==> src/hdl/rvviPkg.sv <==
// RVFI to RVVI trace adapter shared definitions
// Widths, kept CSR catalogue, interrupt net map and trace structs
`default_nettype none

package rvviPkg;

  ////////////////////////////////////////////////////////////
  // Widths with a meaning
  ////////////////////////////////////////////////////////////
  typedef logic [31:0] xlenT;
  typedef logic [63:0] orderT;
  typedef logic [4:0]  regAddrT;
  typedef logic [31:0] regMaskT;
  typedef logic [1:0]  modeT;
  typedef logic [11:0] csrAddrT;

  localparam int unsigned NetIdxW = 5;
  typedef logic [NetIdxW-1:0] netIdxT;

  ////////////////////////////////////////////////////////////
  // Kept CSRs
  ////////////////////////////////////////////////////////////
  localparam int unsigned NumCsr = 8;

  // Index into the CSR value and write-back arrays
  typedef enum logic [2:0] {
    CsrMstatus  = 3'd0,
    CsrMie      = 3'd1,
    CsrMtvec    = 3'd2,
    CsrMscratch = 3'd3,
    CsrMepc     = 3'd4,
    CsrMcause   = 3'd5,
    CsrMip      = 3'd6,
    CsrDpc      = 3'd7
  } csrIdxE;

  // Architectural address of each entry, same order as csrIdxE
  localparam csrAddrT CsrAddrTable [NumCsr] = '{
    12'h300, 12'h304, 12'h305, 12'h340,
    12'h341, 12'h342, 12'h344, 12'h7B1
  };

  ////////////////////////////////////////////////////////////
  // Interrupt and debug nets
  ////////////////////////////////////////////////////////////
  localparam int unsigned NumIrqNets = 19;

  // Net index to irq bit: software, timer, external, then local 0..15
  localparam int unsigned IrqNetMap [NumIrqNets] = '{
    3, 7, 11,
    16, 17, 18, 19, 20, 21, 22, 23,
    24, 25, 26, 27, 28, 29, 30, 31
  };

  // Halt request sits just above the irq nets
  localparam netIdxT HaltNetIdx = netIdxT'(19);

  ////////////////////////////////////////////////////////////
  // Trace structs
  ////////////////////////////////////////////////////////////
  typedef struct packed {
    logic    valid;
    orderT   order;
    xlenT    insn;
    logic    trap;
    logic    intr;
    modeT    mode;
    xlenT    pcRdata;
    regAddrT rdAddr;
    xlenT    rdWdata;
  } retireT;

  typedef struct packed {
    xlenT rdata;
    xlenT wdata;
    xlenT wmask;
  } csrPortT;

  typedef struct packed {
    logic    valid;
    orderT   order;
    xlenT    insn;
    logic    trap;
    logic    intr;
    modeT    mode;
    xlenT    pcRdata;
    regMaskT xWb;
    xlenT    xWdata;
  } traceT;

  typedef struct packed {
    logic   valid;
    netIdxT idx;
    logic   value;
  } netEventT;

endpackage

`default_nettype wire

==> src/hdl/retireCapture.sv <==
// Retirement capture
// Registers one RVFI retirement into an RVVI trace record and
// decodes the single rd write into a one-hot GPR write-back mask
`timescale 1ns/1ps
`default_nettype none

module retireCapture import rvviPkg::*; (
  input  logic   rvvi,
  input  logic   rstN_i,
  input  retireT retire_i,
  output traceT  trace_o
);

  ////////////////////////////////////////////////////////////
  // Write-back decode
  ////////////////////////////////////////////////////////////
  regMaskT wbMaskD;

  // x0 is never written back
  always_comb begin
    wbMaskD = '0;
    if (retire_i.rdAddr != regAddrT'(0)) begin
      wbMaskD = regMaskT'(1) << retire_i.rdAddr;
    end
  end

  ////////////////////////////////////////////////////////////
  // Trace registers
  ////////////////////////////////////////////////////////////
  logic    validQ;
  orderT   orderQ;
  xlenT    insnQ;
  logic    trapQ;
  logic    intrQ;
  modeT    modeQ;
  xlenT    pcQ;
  regMaskT xWbQ;
  xlenT    xWdataQ;

  // Strobe mirrors the input one cycle later
  always_ff @(posedge rvvi or negedge rstN_i) begin
    if (!rstN_i) begin
      validQ <= 1'b0;
    end else begin
      validQ <= retire_i.valid;
    end
  end

  // Fields held until the next retirement
  always_ff @(posedge rvvi) begin
    if (retire_i.valid) begin
      orderQ  <= retire_i.order;
      insnQ   <= retire_i.insn;
      trapQ   <= retire_i.trap;
      intrQ   <= retire_i.intr;
      modeQ   <= retire_i.mode;
      pcQ     <= retire_i.pcRdata;
      xWbQ    <= wbMaskD;
      xWdataQ <= retire_i.rdWdata;
    end
  end

  assign trace_o.valid   = validQ;
  assign trace_o.order   = orderQ;
  assign trace_o.insn    = insnQ;
  assign trace_o.trap    = trapQ;
  assign trace_o.intr    = intrQ;
  assign trace_o.mode    = modeQ;
  assign trace_o.pcRdata = pcQ;
  assign trace_o.xWb     = xWbQ;
  assign trace_o.xWdata  = xWdataQ;

  ////////////////////////////////////////////////////////////
  // Checks
  ////////////////////////////////////////////////////////////
  // One GPR at most, and never x0
  assert property (@(posedge rvvi) disable iff (!rstN_i)
    trace_o.valid |-> ($onehot0(trace_o.xWb) && !trace_o.xWb[0]))
    else $error("retireCapture: xWb not one-hot or zero");

endmodule

`default_nettype wire

==> src/hdl/csrMerge.sv <==
// CSR value reconstruction
// Merges written and read bits per CSR and flags the ones whose
// value changed since the previous retirement
`timescale 1ns/1ps
`default_nettype none

module csrMerge import rvviPkg::*; (
  input  logic              rvvi,
  input  logic              rstN_i,
  input  logic              retValid_i,
  input  csrPortT           csr_i      [NumCsr],
  output xlenT              csrValue_o [NumCsr],
  output logic [NumCsr-1:0] csrWb_o
);

  ////////////////////////////////////////////////////////////
  // Merge
  ////////////////////////////////////////////////////////////
  xlenT mergedD [NumCsr];

  // Written bits under the mask, read bits elsewhere
  always_comb begin
    for (int i = 0; i < NumCsr; i++) begin
      mergedD[i] = (csr_i[i].wdata & csr_i[i].wmask)
                 | (csr_i[i].rdata & ~csr_i[i].wmask);
    end
  end

  ////////////////////////////////////////////////////////////
  // Last reported values and write-back flags
  ////////////////////////////////////////////////////////////
  xlenT              valueQ [NumCsr];
  logic [NumCsr-1:0] wbQ;

  always_ff @(posedge rvvi or negedge rstN_i) begin
    if (!rstN_i) begin
      wbQ <= '0;
      for (int i = 0; i < NumCsr; i++) begin
        valueQ[i] <= '0;
      end
    end else begin
      // Flags only live for the cycle after a strobe
      wbQ <= '0;
      if (retValid_i) begin
        for (int i = 0; i < NumCsr; i++) begin
          wbQ[i]    <= (mergedD[i] != valueQ[i]);
          valueQ[i] <= mergedD[i];
        end
      end
    end
  end

  assign csrValue_o = valueQ;
  assign csrWb_o    = wbQ;

endmodule

`default_nettype wire

==> src/hdl/netWatch.sv <==
// Net level-change watcher
// Samples a group of nets, marks each change pending and offers the
// lowest pending net until it is granted
`timescale 1ns/1ps
`default_nettype none

module netWatch import rvviPkg::*; #(
  parameter int unsigned NumNets = 1
) (
  input  logic               rvvi,
  input  logic               rstN_i,
  input  logic [NumNets-1:0] nets_i,
  input  logic               grant_i,
  output logic               req_o,
  output netIdxT             idx_o,
  output logic               value_o
);

  ////////////////////////////////////////////////////////////
  // Level and pending state
  ////////////////////////////////////////////////////////////
  logic [NumNets-1:0] levelQ;
  logic [NumNets-1:0] pendQ;
  logic [NumNets-1:0] changedD;
  logic [NumNets-1:0] clearD;

  // Any difference against the last sample is a change
  assign changedD = nets_i ^ levelQ;

  ////////////////////////////////////////////////////////////
  // Lowest pending net
  ////////////////////////////////////////////////////////////
  netIdxT lowIdxD;
  logic   lowValueD;

  always_comb begin
    lowIdxD   = '0;
    lowValueD = 1'b0;
    // Walk down so the lowest index wins
    for (int i = NumNets - 1; i >= 0; i--) begin
      if (pendQ[i]) begin
        lowIdxD   = netIdxT'(i);
        lowValueD = levelQ[i];
      end
    end
  end

  // Granted net drops out, unless it moved again this cycle
  always_comb begin
    clearD = '0;
    for (int i = 0; i < NumNets; i++) begin
      clearD[i] = grant_i && (lowIdxD == netIdxT'(i)) && !changedD[i];
    end
  end

  always_ff @(posedge rvvi or negedge rstN_i) begin
    if (!rstN_i) begin
      levelQ <= '0;
      pendQ  <= '0;
    end else begin
      levelQ <= nets_i;
      pendQ  <= (pendQ & ~clearD) | changedD;
    end
  end

  assign req_o   = |pendQ;
  assign idx_o   = lowIdxD;
  // Last sampled level of the offered net
  assign value_o = lowValueD;

  ////////////////////////////////////////////////////////////
  // Checks
  ////////////////////////////////////////////////////////////
  // Arbiter only grants a live request
  assert property (@(posedge rvvi) disable iff (!rstN_i)
    grant_i |-> req_o)
    else $error("netWatch: grant without request");

endmodule

`default_nettype wire

==> src/hdl/netArbiter.sv <==
// Net event arbiter
// Fixed priority between the halt and irq watchers, halt first,
// and registers the winner onto the single net-event port
`timescale 1ns/1ps
`default_nettype none

module netArbiter import rvviPkg::*; (
  input  logic     rvvi,
  input  logic     rstN_i,
  input  logic     haltReq_i,
  input  logic     haltValue_i,
  input  logic     irqReq_i,
  input  netIdxT   irqIdx_i,
  input  logic     irqValue_i,
  output logic     haltGrant_o,
  output logic     irqGrant_o,
  output netEventT event_o
);

  ////////////////////////////////////////////////////////////
  // Grant
  ////////////////////////////////////////////////////////////
  assign haltGrant_o = haltReq_i;
  assign irqGrant_o  = irqReq_i && !haltReq_i;

  ////////////////////////////////////////////////////////////
  // Event register
  ////////////////////////////////////////////////////////////
  logic   validQ;
  netIdxT idxQ;
  logic   valueQ;

  // One event per cycle at most
  always_ff @(posedge rvvi or negedge rstN_i) begin
    if (!rstN_i) begin
      validQ <= 1'b0;
    end else begin
      validQ <= haltGrant_o || irqGrant_o;
    end
  end

  always_ff @(posedge rvvi) begin
    if (haltGrant_o) begin
      idxQ   <= HaltNetIdx;
      valueQ <= haltValue_i;
    end else if (irqGrant_o) begin
      idxQ   <= irqIdx_i;
      valueQ <= irqValue_i;
    end
  end

  assign event_o.valid = validQ;
  assign event_o.idx   = idxQ;
  assign event_o.value = valueQ;

  ////////////////////////////////////////////////////////////
  // Checks
  ////////////////////////////////////////////////////////////
  assert property (@(posedge rvvi) disable iff (!rstN_i)
    !(haltGrant_o && irqGrant_o))
    else $error("netArbiter: both watchers granted");

endmodule

`default_nettype wire

==> src/hdl/rvfiToRvvi.sv <==
// RVFI to RVVI trace adapter top level
// Retirement capture and CSR merge side by side, plus two net
// watchers sharing one event port through a fixed-priority arbiter
`timescale 1ns/1ps
`default_nettype none

module rvfiToRvvi import rvviPkg::*; #(
  parameter int unsigned IrqNets  = NumIrqNets,
  parameter int unsigned HaltNets = 1
) (
  input  logic              rvvi,
  input  logic              rstN_i,
  input  retireT            retire_i,
  input  csrPortT           csr_i      [NumCsr],
  input  logic [31:0]       irq_i,
  input  logic              haltReq_i,
  output traceT             trace_o,
  output xlenT              csrValue_o [NumCsr],
  output logic [NumCsr-1:0] csrWb_o,
  output netEventT          netEvent_o
);

  ////////////////////////////////////////////////////////////
  // Retirement path
  ////////////////////////////////////////////////////////////
  retireCapture u_retireCapture (
    .rvvi      (rvvi),
    .rstN_i    (rstN_i),
    .retire_i  (retire_i),
    .trace_o   (trace_o)
  );

  // Same strobe as the trace record
  csrMerge u_csrMerge (
    .rvvi       (rvvi),
    .rstN_i     (rstN_i),
    .retValid_i (retire_i.valid),
    .csr_i      (csr_i),
    .csrValue_o (csrValue_o),
    .csrWb_o    (csrWb_o)
  );

  ////////////////////////////////////////////////////////////
  // Net path
  ////////////////////////////////////////////////////////////
  logic [IrqNets-1:0]  irqNets;
  logic [HaltNets-1:0] haltNets;
  logic                irqReq;
  netIdxT              irqIdx;
  logic                irqValue;
  logic                irqGrant;
  logic                haltReq;
  logic                haltValue;
  logic                haltGrant;

  // Architectural irq lines only
  for (genvar g = 0; g < IrqNets; g++) begin : gIrqSel
    assign irqNets[g] = irq_i[IrqNetMap[g]];
  end

  assign haltNets = HaltNets'(haltReq_i);

  netWatch #(.NumNets(IrqNets)) u_irqWatch (
    .rvvi    (rvvi),
    .rstN_i  (rstN_i),
    .nets_i  (irqNets),
    .grant_i (irqGrant),
    .req_o   (irqReq),
    .idx_o   (irqIdx),
    .value_o (irqValue)
  );

  // Single net, index is replaced by the arbiter
  netWatch #(.NumNets(HaltNets)) u_haltWatch (
    .rvvi    (rvvi),
    .rstN_i  (rstN_i),
    .nets_i  (haltNets),
    .grant_i (haltGrant),
    .req_o   (haltReq),
    .idx_o   (),
    .value_o (haltValue)
  );

  netArbiter u_netArbiter (
    .rvvi        (rvvi),
    .rstN_i      (rstN_i),
    .haltReq_i   (haltReq),
    .haltValue_i (haltValue),
    .irqReq_i    (irqReq),
    .irqIdx_i    (irqIdx),
    .irqValue_i  (irqValue),
    .haltGrant_o (haltGrant),
    .irqGrant_o  (irqGrant),
    .event_o     (netEvent_o)
  );

endmodule

`default_nettype wire

==> config.mk <==
export PLATFORM = sky130hd
export DESIGN_NAME = rvfiToRvvi
export DESIGN_NICKNAME = d
export VERILOG_FILES = /design/src/hdl/rvviPkg.sv /design/src/hdl/retireCapture.sv /design/src/hdl/csrMerge.sv /design/src/hdl/netWatch.sv /design/src/hdl/netArbiter.sv /design/src/hdl/rvfiToRvvi.sv
export SDC_FILE = /design/constraint.sdc
export NUM_CORES = 1
export LEC_CHECK = 0
export BUFFER_PORTS_ARGS = -buffer_cell sky130_fd_sc_hd__buf_2
export CORE_AREA = 4 4 558 560
export DETAILED_ROUTE_END_ITERATION = 10
export DIE_AREA = 0 0 562 564
export GPL_TIMING_DRIVEN = 0
export PLACE_DENSITY_LB_ADDON = 0.12
export SYNTH_ARGS = -nofsm -noshare
export SYNTH_HDL_FRONTEND = slang
export SYNTH_HIERARCHICAL = 1
export SYNTH_SLANG_ARGS = --single-unit
export TNS_END_PERCENT = 5
==> constraint.sdc <==
create_clock -name rvvi -period 3.35 [get_ports rvvi]
set_clock_uncertainty 0.1 [all_clocks]
set_input_delay 0.335 -clock rvvi [delete_from_list [all_inputs] [get_ports rvvi]]
set_output_delay 0.335 -clock rvvi [all_outputs]
set_load 0.01 [all_outputs]
# [Word level (Yosys, flattened, before mapping)]
# Cells that the tools add are included.
[word_totals] input_bits=973 ff_bits=508 out_inout_bits=468 word_cells=199
[classes] n_mux=41 bitwise_logic=40 n_eq_ne=26 n_shift=1 reduce_logical=66
[ops] operator="32-bit bitwise AND" count=16
[ops] operator="32-bit inequality test" count=8
[ops] operator="32-bit inverter" count=8
[ops] operator="32-bit bitwise OR" count=8
[ops] operator="5-bit 2-to-1 mux" count=19
[ops] operator="5-bit by 4-bit == test with 1-bit output, second input constant" count=8
[ops] operator="1-bit logical AND" count=40
[ops] operator="1-bit by 5-bit left shift with 32-bit output, first input constant" count=1
[ops] operator="1-bit logical NOT" count=21
[ops] operator="1-bit 2-to-1 mux" count=21
[ops] operator="5-bit by 3-bit == test with 1-bit output, second input constant" count=4
[ops] operator="19-bit bitwise AND" count=1
[ops] operator="19-bit inverter" count=1
[ops] operator="19-bit bitwise OR" count=1
[ops] operator="19-bit OR reduction" count=1
[ops] operator="19-bit XOR" count=1
[ops] operator="5-bit == test, second input constant" count=3
[ops] operator="5-bit by 2-bit == test with 1-bit output, second input constant" count=2
[ops] operator="8-bit 2-to-1 mux" count=1
[ops] operator="5-bit by 1-bit == test with 1-bit output, second input constant" count=1
[ops] operator="5-bit logical NOT" count=1
[ops] operator="5-bit nonzero test" count=1
[ops] operator="2-bit nonzero test" count=1
[ops] operator="1-bit bitwise AND" count=1
[ops] operator="other kinds (4)" count=4

# [Depth between registers and ports, before layout]
[depth] depth_word=25 depth_mapped=10 depth_no_buf=8

# [By module]
# The synthesis kept the hierarchy.
[by_module_without_submodules] module="csrMerge" cells_each=1434 seq_area_each_um2=6606.3 area_per_inst_um2=14462.6 instances=1
[by_module_without_submodules] module="retireCapture" cells_each=247 seq_area_each_um2=5910.7 area_per_inst_um2=6147.1 instances=1
[by_module_without_submodules] module="netWatch at u_irqWatch" cells_each=192 seq_area_each_um2=950.9 area_per_inst_um2=1925.6 instances=1
[by_module_without_submodules] module="netArbiter" cells_each=25 seq_area_each_um2=155.1 area_per_inst_um2=307.8 instances=1
[by_module_without_submodules] module="netWatch at u_haltWatch" cells_each=12 seq_area_each_um2=50.0 area_per_inst_um2=116.4 instances=1

# [Least setup slack after synthesis]
# Ideal clock, no wire load.
[synth_timing] kind="register to register" from="register u_irqWatch.pendQ[13]" to="register u_irqWatch.pendQ[18]" setup_time_ns=0.118 period_less_slack_ns=2.299 t_arrival_ns=2.081 path_stages_with_launch=11 path_slack_ns=1.051 n_path_buf=2 path_cell_list="dfrtp_1 > clkbuf_1 > nor4_1 > and2_1 > nand4_1 > buf_6 > nor2b_1 > nand2_1 > nor3_2 > or3b_1 > a21o_1"
[synth_between] word_cells_on_any_way=22 classes_between="1 x eq/ne; 14 x mux; 3 x bitwise; 4 x reduce/logical"
[synth_lines] item="start, declared" line_no="netWatch.sv:23" source="logic [NumNets-1:0] pendQ;"
[synth_lines] item="start signal, assigned" line_no="netWatch.sv:62" source="pendQ <= (pendQ & ~clearD) | changedD;"
[synth_lines] item="19-bit OR reduction" line_no="netWatch.sv:66" source="assign req_o = |pendQ;"
[synth_lines] item="named net irqReq" line_no="rvfiToRvvi.sv:48" source="logic irqReq;"
[synth_lines] item="1-bit logical AND" line_no="netArbiter.sv:24" source="assign irqGrant_o = irqReq_i && !haltReq_i;"
[synth_lines] item="named net irqGrant" line_no="rvfiToRvvi.sv:51" source="logic irqGrant;"
[synth_lines] item="1-bit logical AND (2 in series)" line_no="netWatch.sv:52" source="clearD[i] = grant_i && (lowIdxD == netIdxT'(i)) && !changedD[i];"
[synth_lines] item="19-bit inverter" line_no="netWatch.sv:62"
[synth_lines] item="19-bit bitwise AND" line_no="netWatch.sv:62"
[synth_lines] item="19-bit bitwise OR" line_no="netWatch.sv:62"
# The timed path passes the listed nets, and every way through them passes these cells.
# A chain may end at the register's enable or synchronous reset.

# [Final worst setup path]
# Ends and elaborated chain as after synthesis.

==> flow_summary.toml <==
[clock_tree]
cts_num_sinks = 508
cts_setup_buffers = 0
insertion_delay_ns = 0.80
cts_tree = "yes"
cts_root_buf = "clkbuf_16"
cts.clk_slew.worst_paths_ns = 0.06
cts_made_buffers = 85
ctsHtreeMaxLevel = 3
cts_buffer_depth = 4

[final_layout]
syn_to_final_growth_pct = 98.3
final_layout_size_suffix_gt1_frac = 0.395
layout.cells.non_filler = 8348
nNetsFinal = 5103

[power_and_ir_drop]
p_int_mw = 14.4
power_frac_comb = 0.231
swShare = 0.321
leakage_nw = 19.0
p_seq_frac = 0.353
power.density_nw_per_um2 = 465
p_sw_mw = 6.77
ir_drop_mv = 0.367
clock_power_share = 0.416

[min_path]
hp-start = "csr_i[460]"
hold_path_class = "input pin to flop"

[critical_path]
crit_chain = "clkbuf_1, nor4_1, and2_1, nand4_1, buf_6, nor2b_1, nand2_1, nor3_2, or3b_1, a21o_1"
crit_path_start_kind = "flop"
cp-end-kind = "flop"
arrival_ns = 3.51
max_stage_delay_ns = 0.40
r2r_start = "u_irqWatch/pendQ[13]$_DFF_PN0_"
worstPathRequired_ns = 3.87
startpoint = "u_irqWatch/pendQ[13]$_DFF_PN0_"
cp_slowest_cell = "or3b_1"
crit_fanout = 10
crit_type = "flop to flop"

[sta]
min_period_over_period = 0.895
rsz0062_at_grt = "false"
hold_viol = 0
fmax_mhz = 334
setup_tns_ns = 0
finalCriticalPeriod_ns = 3.00
final_max_slew_viol_count = 0
slew_headroom = 0.0749
tightest_slew_ns = 1.39
setup_viol = 0

[global_routing]
grt-ovfl-total = 0
grt_use_met3 = 0.0374
met1_usage = 0.144
grt_pass1_vias = 26715
grt_max_degree = 88
grt_pass1_wl_um = 271000
grt_usage = 0.129
gr-max-usage-layer = "met2"
antenna_found_initial = 105
grtUsageMet2 = 0.241

[yosys]
synth_area_per_cell_um2 = 12.0
synth_nets = 2877
synth_warnings = 6
synth_area_um2 = 22900
syn_inst = 1904

[die]
core_area_um2 = 306000
die_h_um = 564
floorplan.die.width_um = 562
rows = 203
initial_core_util = 0.0749
die_area_um2 = 317000
io_pins = 1441

[drt]
postRouteAntennaNets = 0
drc = 0
drt_pass1_iterations = 7
via_per_inst = 2.96
vias = 24735
drt_iter0_drc = 1263
drt_wl_total_um = 214000
avgRoutedWirePerCell_um = 25.6

[placement]
hpwl_um = 177000
place_congestion = 0.933
dp.cells = 7451
io_buffers = 1427

[outcome]
status = "complete, no violations"

[flow_run]
drv_cap = 0
==> state kept, by name, indices dropped and copies added, names as in the netlist, 19 cells and up <==
signal and cells:
u_csrMerge/csrValue_o 256, u_retireCapture/orderQ 64, u_retireCapture/insnQ 32, u_retireCapture/pcQ 32
u_retireCapture/xWbQ 32, u_retireCapture/xWdataQ 32, u_irqWatch/levelQ 19, u_irqWatch/pendQ 19
==> repair_timing <==
action                                  in CTS  in global routing
endpoints found under the setup margin     219                  0
resized for setup                            9                  0
endpoints found under the hold margin      699                  0
hold buffers                               692                  0
==> power groups by stage <==
stage | Clock (mW) | Sequential (mW) | Combinational (mW)
3_3_place_gp | 0 | 7.58 | 4.21
4_1_cts | 9.38 | 7.47 | 5.16
5_1_grt | 9.55 | 7.53 | 5.31
6_report | 8.78 | 7.46 | 4.89
3_5_place_dp | 0 | 7.57 | 4.27
2_1_floorplan | 0 | 7.77 | 1.20
==> worst max-delay path, delay by kind of cell (launching register included) <==
kind | cells | cell delay, ns
AO/OA/AOI/OAI | 1 | 0.18
flip-flops | 1 | 0.32
buffers and inverters | 2 | 0.45
AND/OR/NAND/NOR | 7 | 1.81
==> layout make-up <==
class,count,area (um^2)
timing repair buffer,2139,14500
clock inverter,38,299
fill,34700,260000
tap,4100,5130
multi-input combinational,1312,8940
clock buffer,112,2350
sequential,508,13700
inverter,11,41.3
antenna,55,138
buffer,73,367
==> layer usage <==
metal	up-vias	part of all wire	wire (um)
li1	11313	-	-
met1	12006	0.38	81500
met2	1136	0.52	112000
met3	246	0.075	16000
met4	34	0.022	4800
met5	-	0.0011	234
==> path summary, 6_finish.rpt <==
kind,end,slack [ns],cells past startpoint
min,u_csrMerge/csrValue_o[140]$_DFFE_PN0P_,0.08,3
max reg2reg,u_irqWatch/pendQ[18]$_DFF_PN0_,0.35,10
max,u_irqWatch/pendQ[18]$_DFF_PN0_,0.35,10
min in group asynchronous,u_irqWatch/pendQ[7]$_DFF_PN0_,0.61,4
min reg2reg,u_irqWatch/pendQ[4]$_DFF_PN0_,0.40,2
max in group asynchronous,u_csrMerge/csrValue_o[34]$_DFFE_PN0P_,1.54,5
==> per-stage QoR <==
step	utilization	cell area, um^2	setup slack [ns]	power, mW	hold WS (ns)
after floorplan	-	22900	1.05	8.97	-0.0606
after global placement	0.115	35200	-6.58	11.8	0.373
after detailed placement	0.117	35600	-1.56	11.8	0.167
after CTS	0.148	45300	0.257	22.0	0.000311
after global routing	0.148	45400	0.111	22.4	0.0221
final	0.149	45400	0.353	21.1	0.0849
==> placed cells by master (no fill, tap or decap), types with 4 or more instances in the layout <==
cell,instances
o21ai_1,5
nand2b_1,7
edfxtp_1,197
nor2_1,299
clkinv_2,15
dlygate4sd3_1,688
clkinv_1,9
xor2_1,6
dfrtp_1,306
nor4_1,62
buf_16,12
buf_4,10
clkinvlp_4,6
a21oi_1,266
nor3_1,5
dfxtp_1,5
diode_2,55
buf_6,10
nand2_1,27
mux2i_2,10
o21a_1,9
mux2i_1,250
o21ai_0,12
clkbuf_2,12
clkbuf_8,12
or3b_1,4
inv_1,11
nand3_1,5
xnor2_1,269
nand4_1,17
nor4_2,7
clkbuf_1,37
buf_2,1451
clkbuf_16,85
Power figures use the tool's default switching activity.
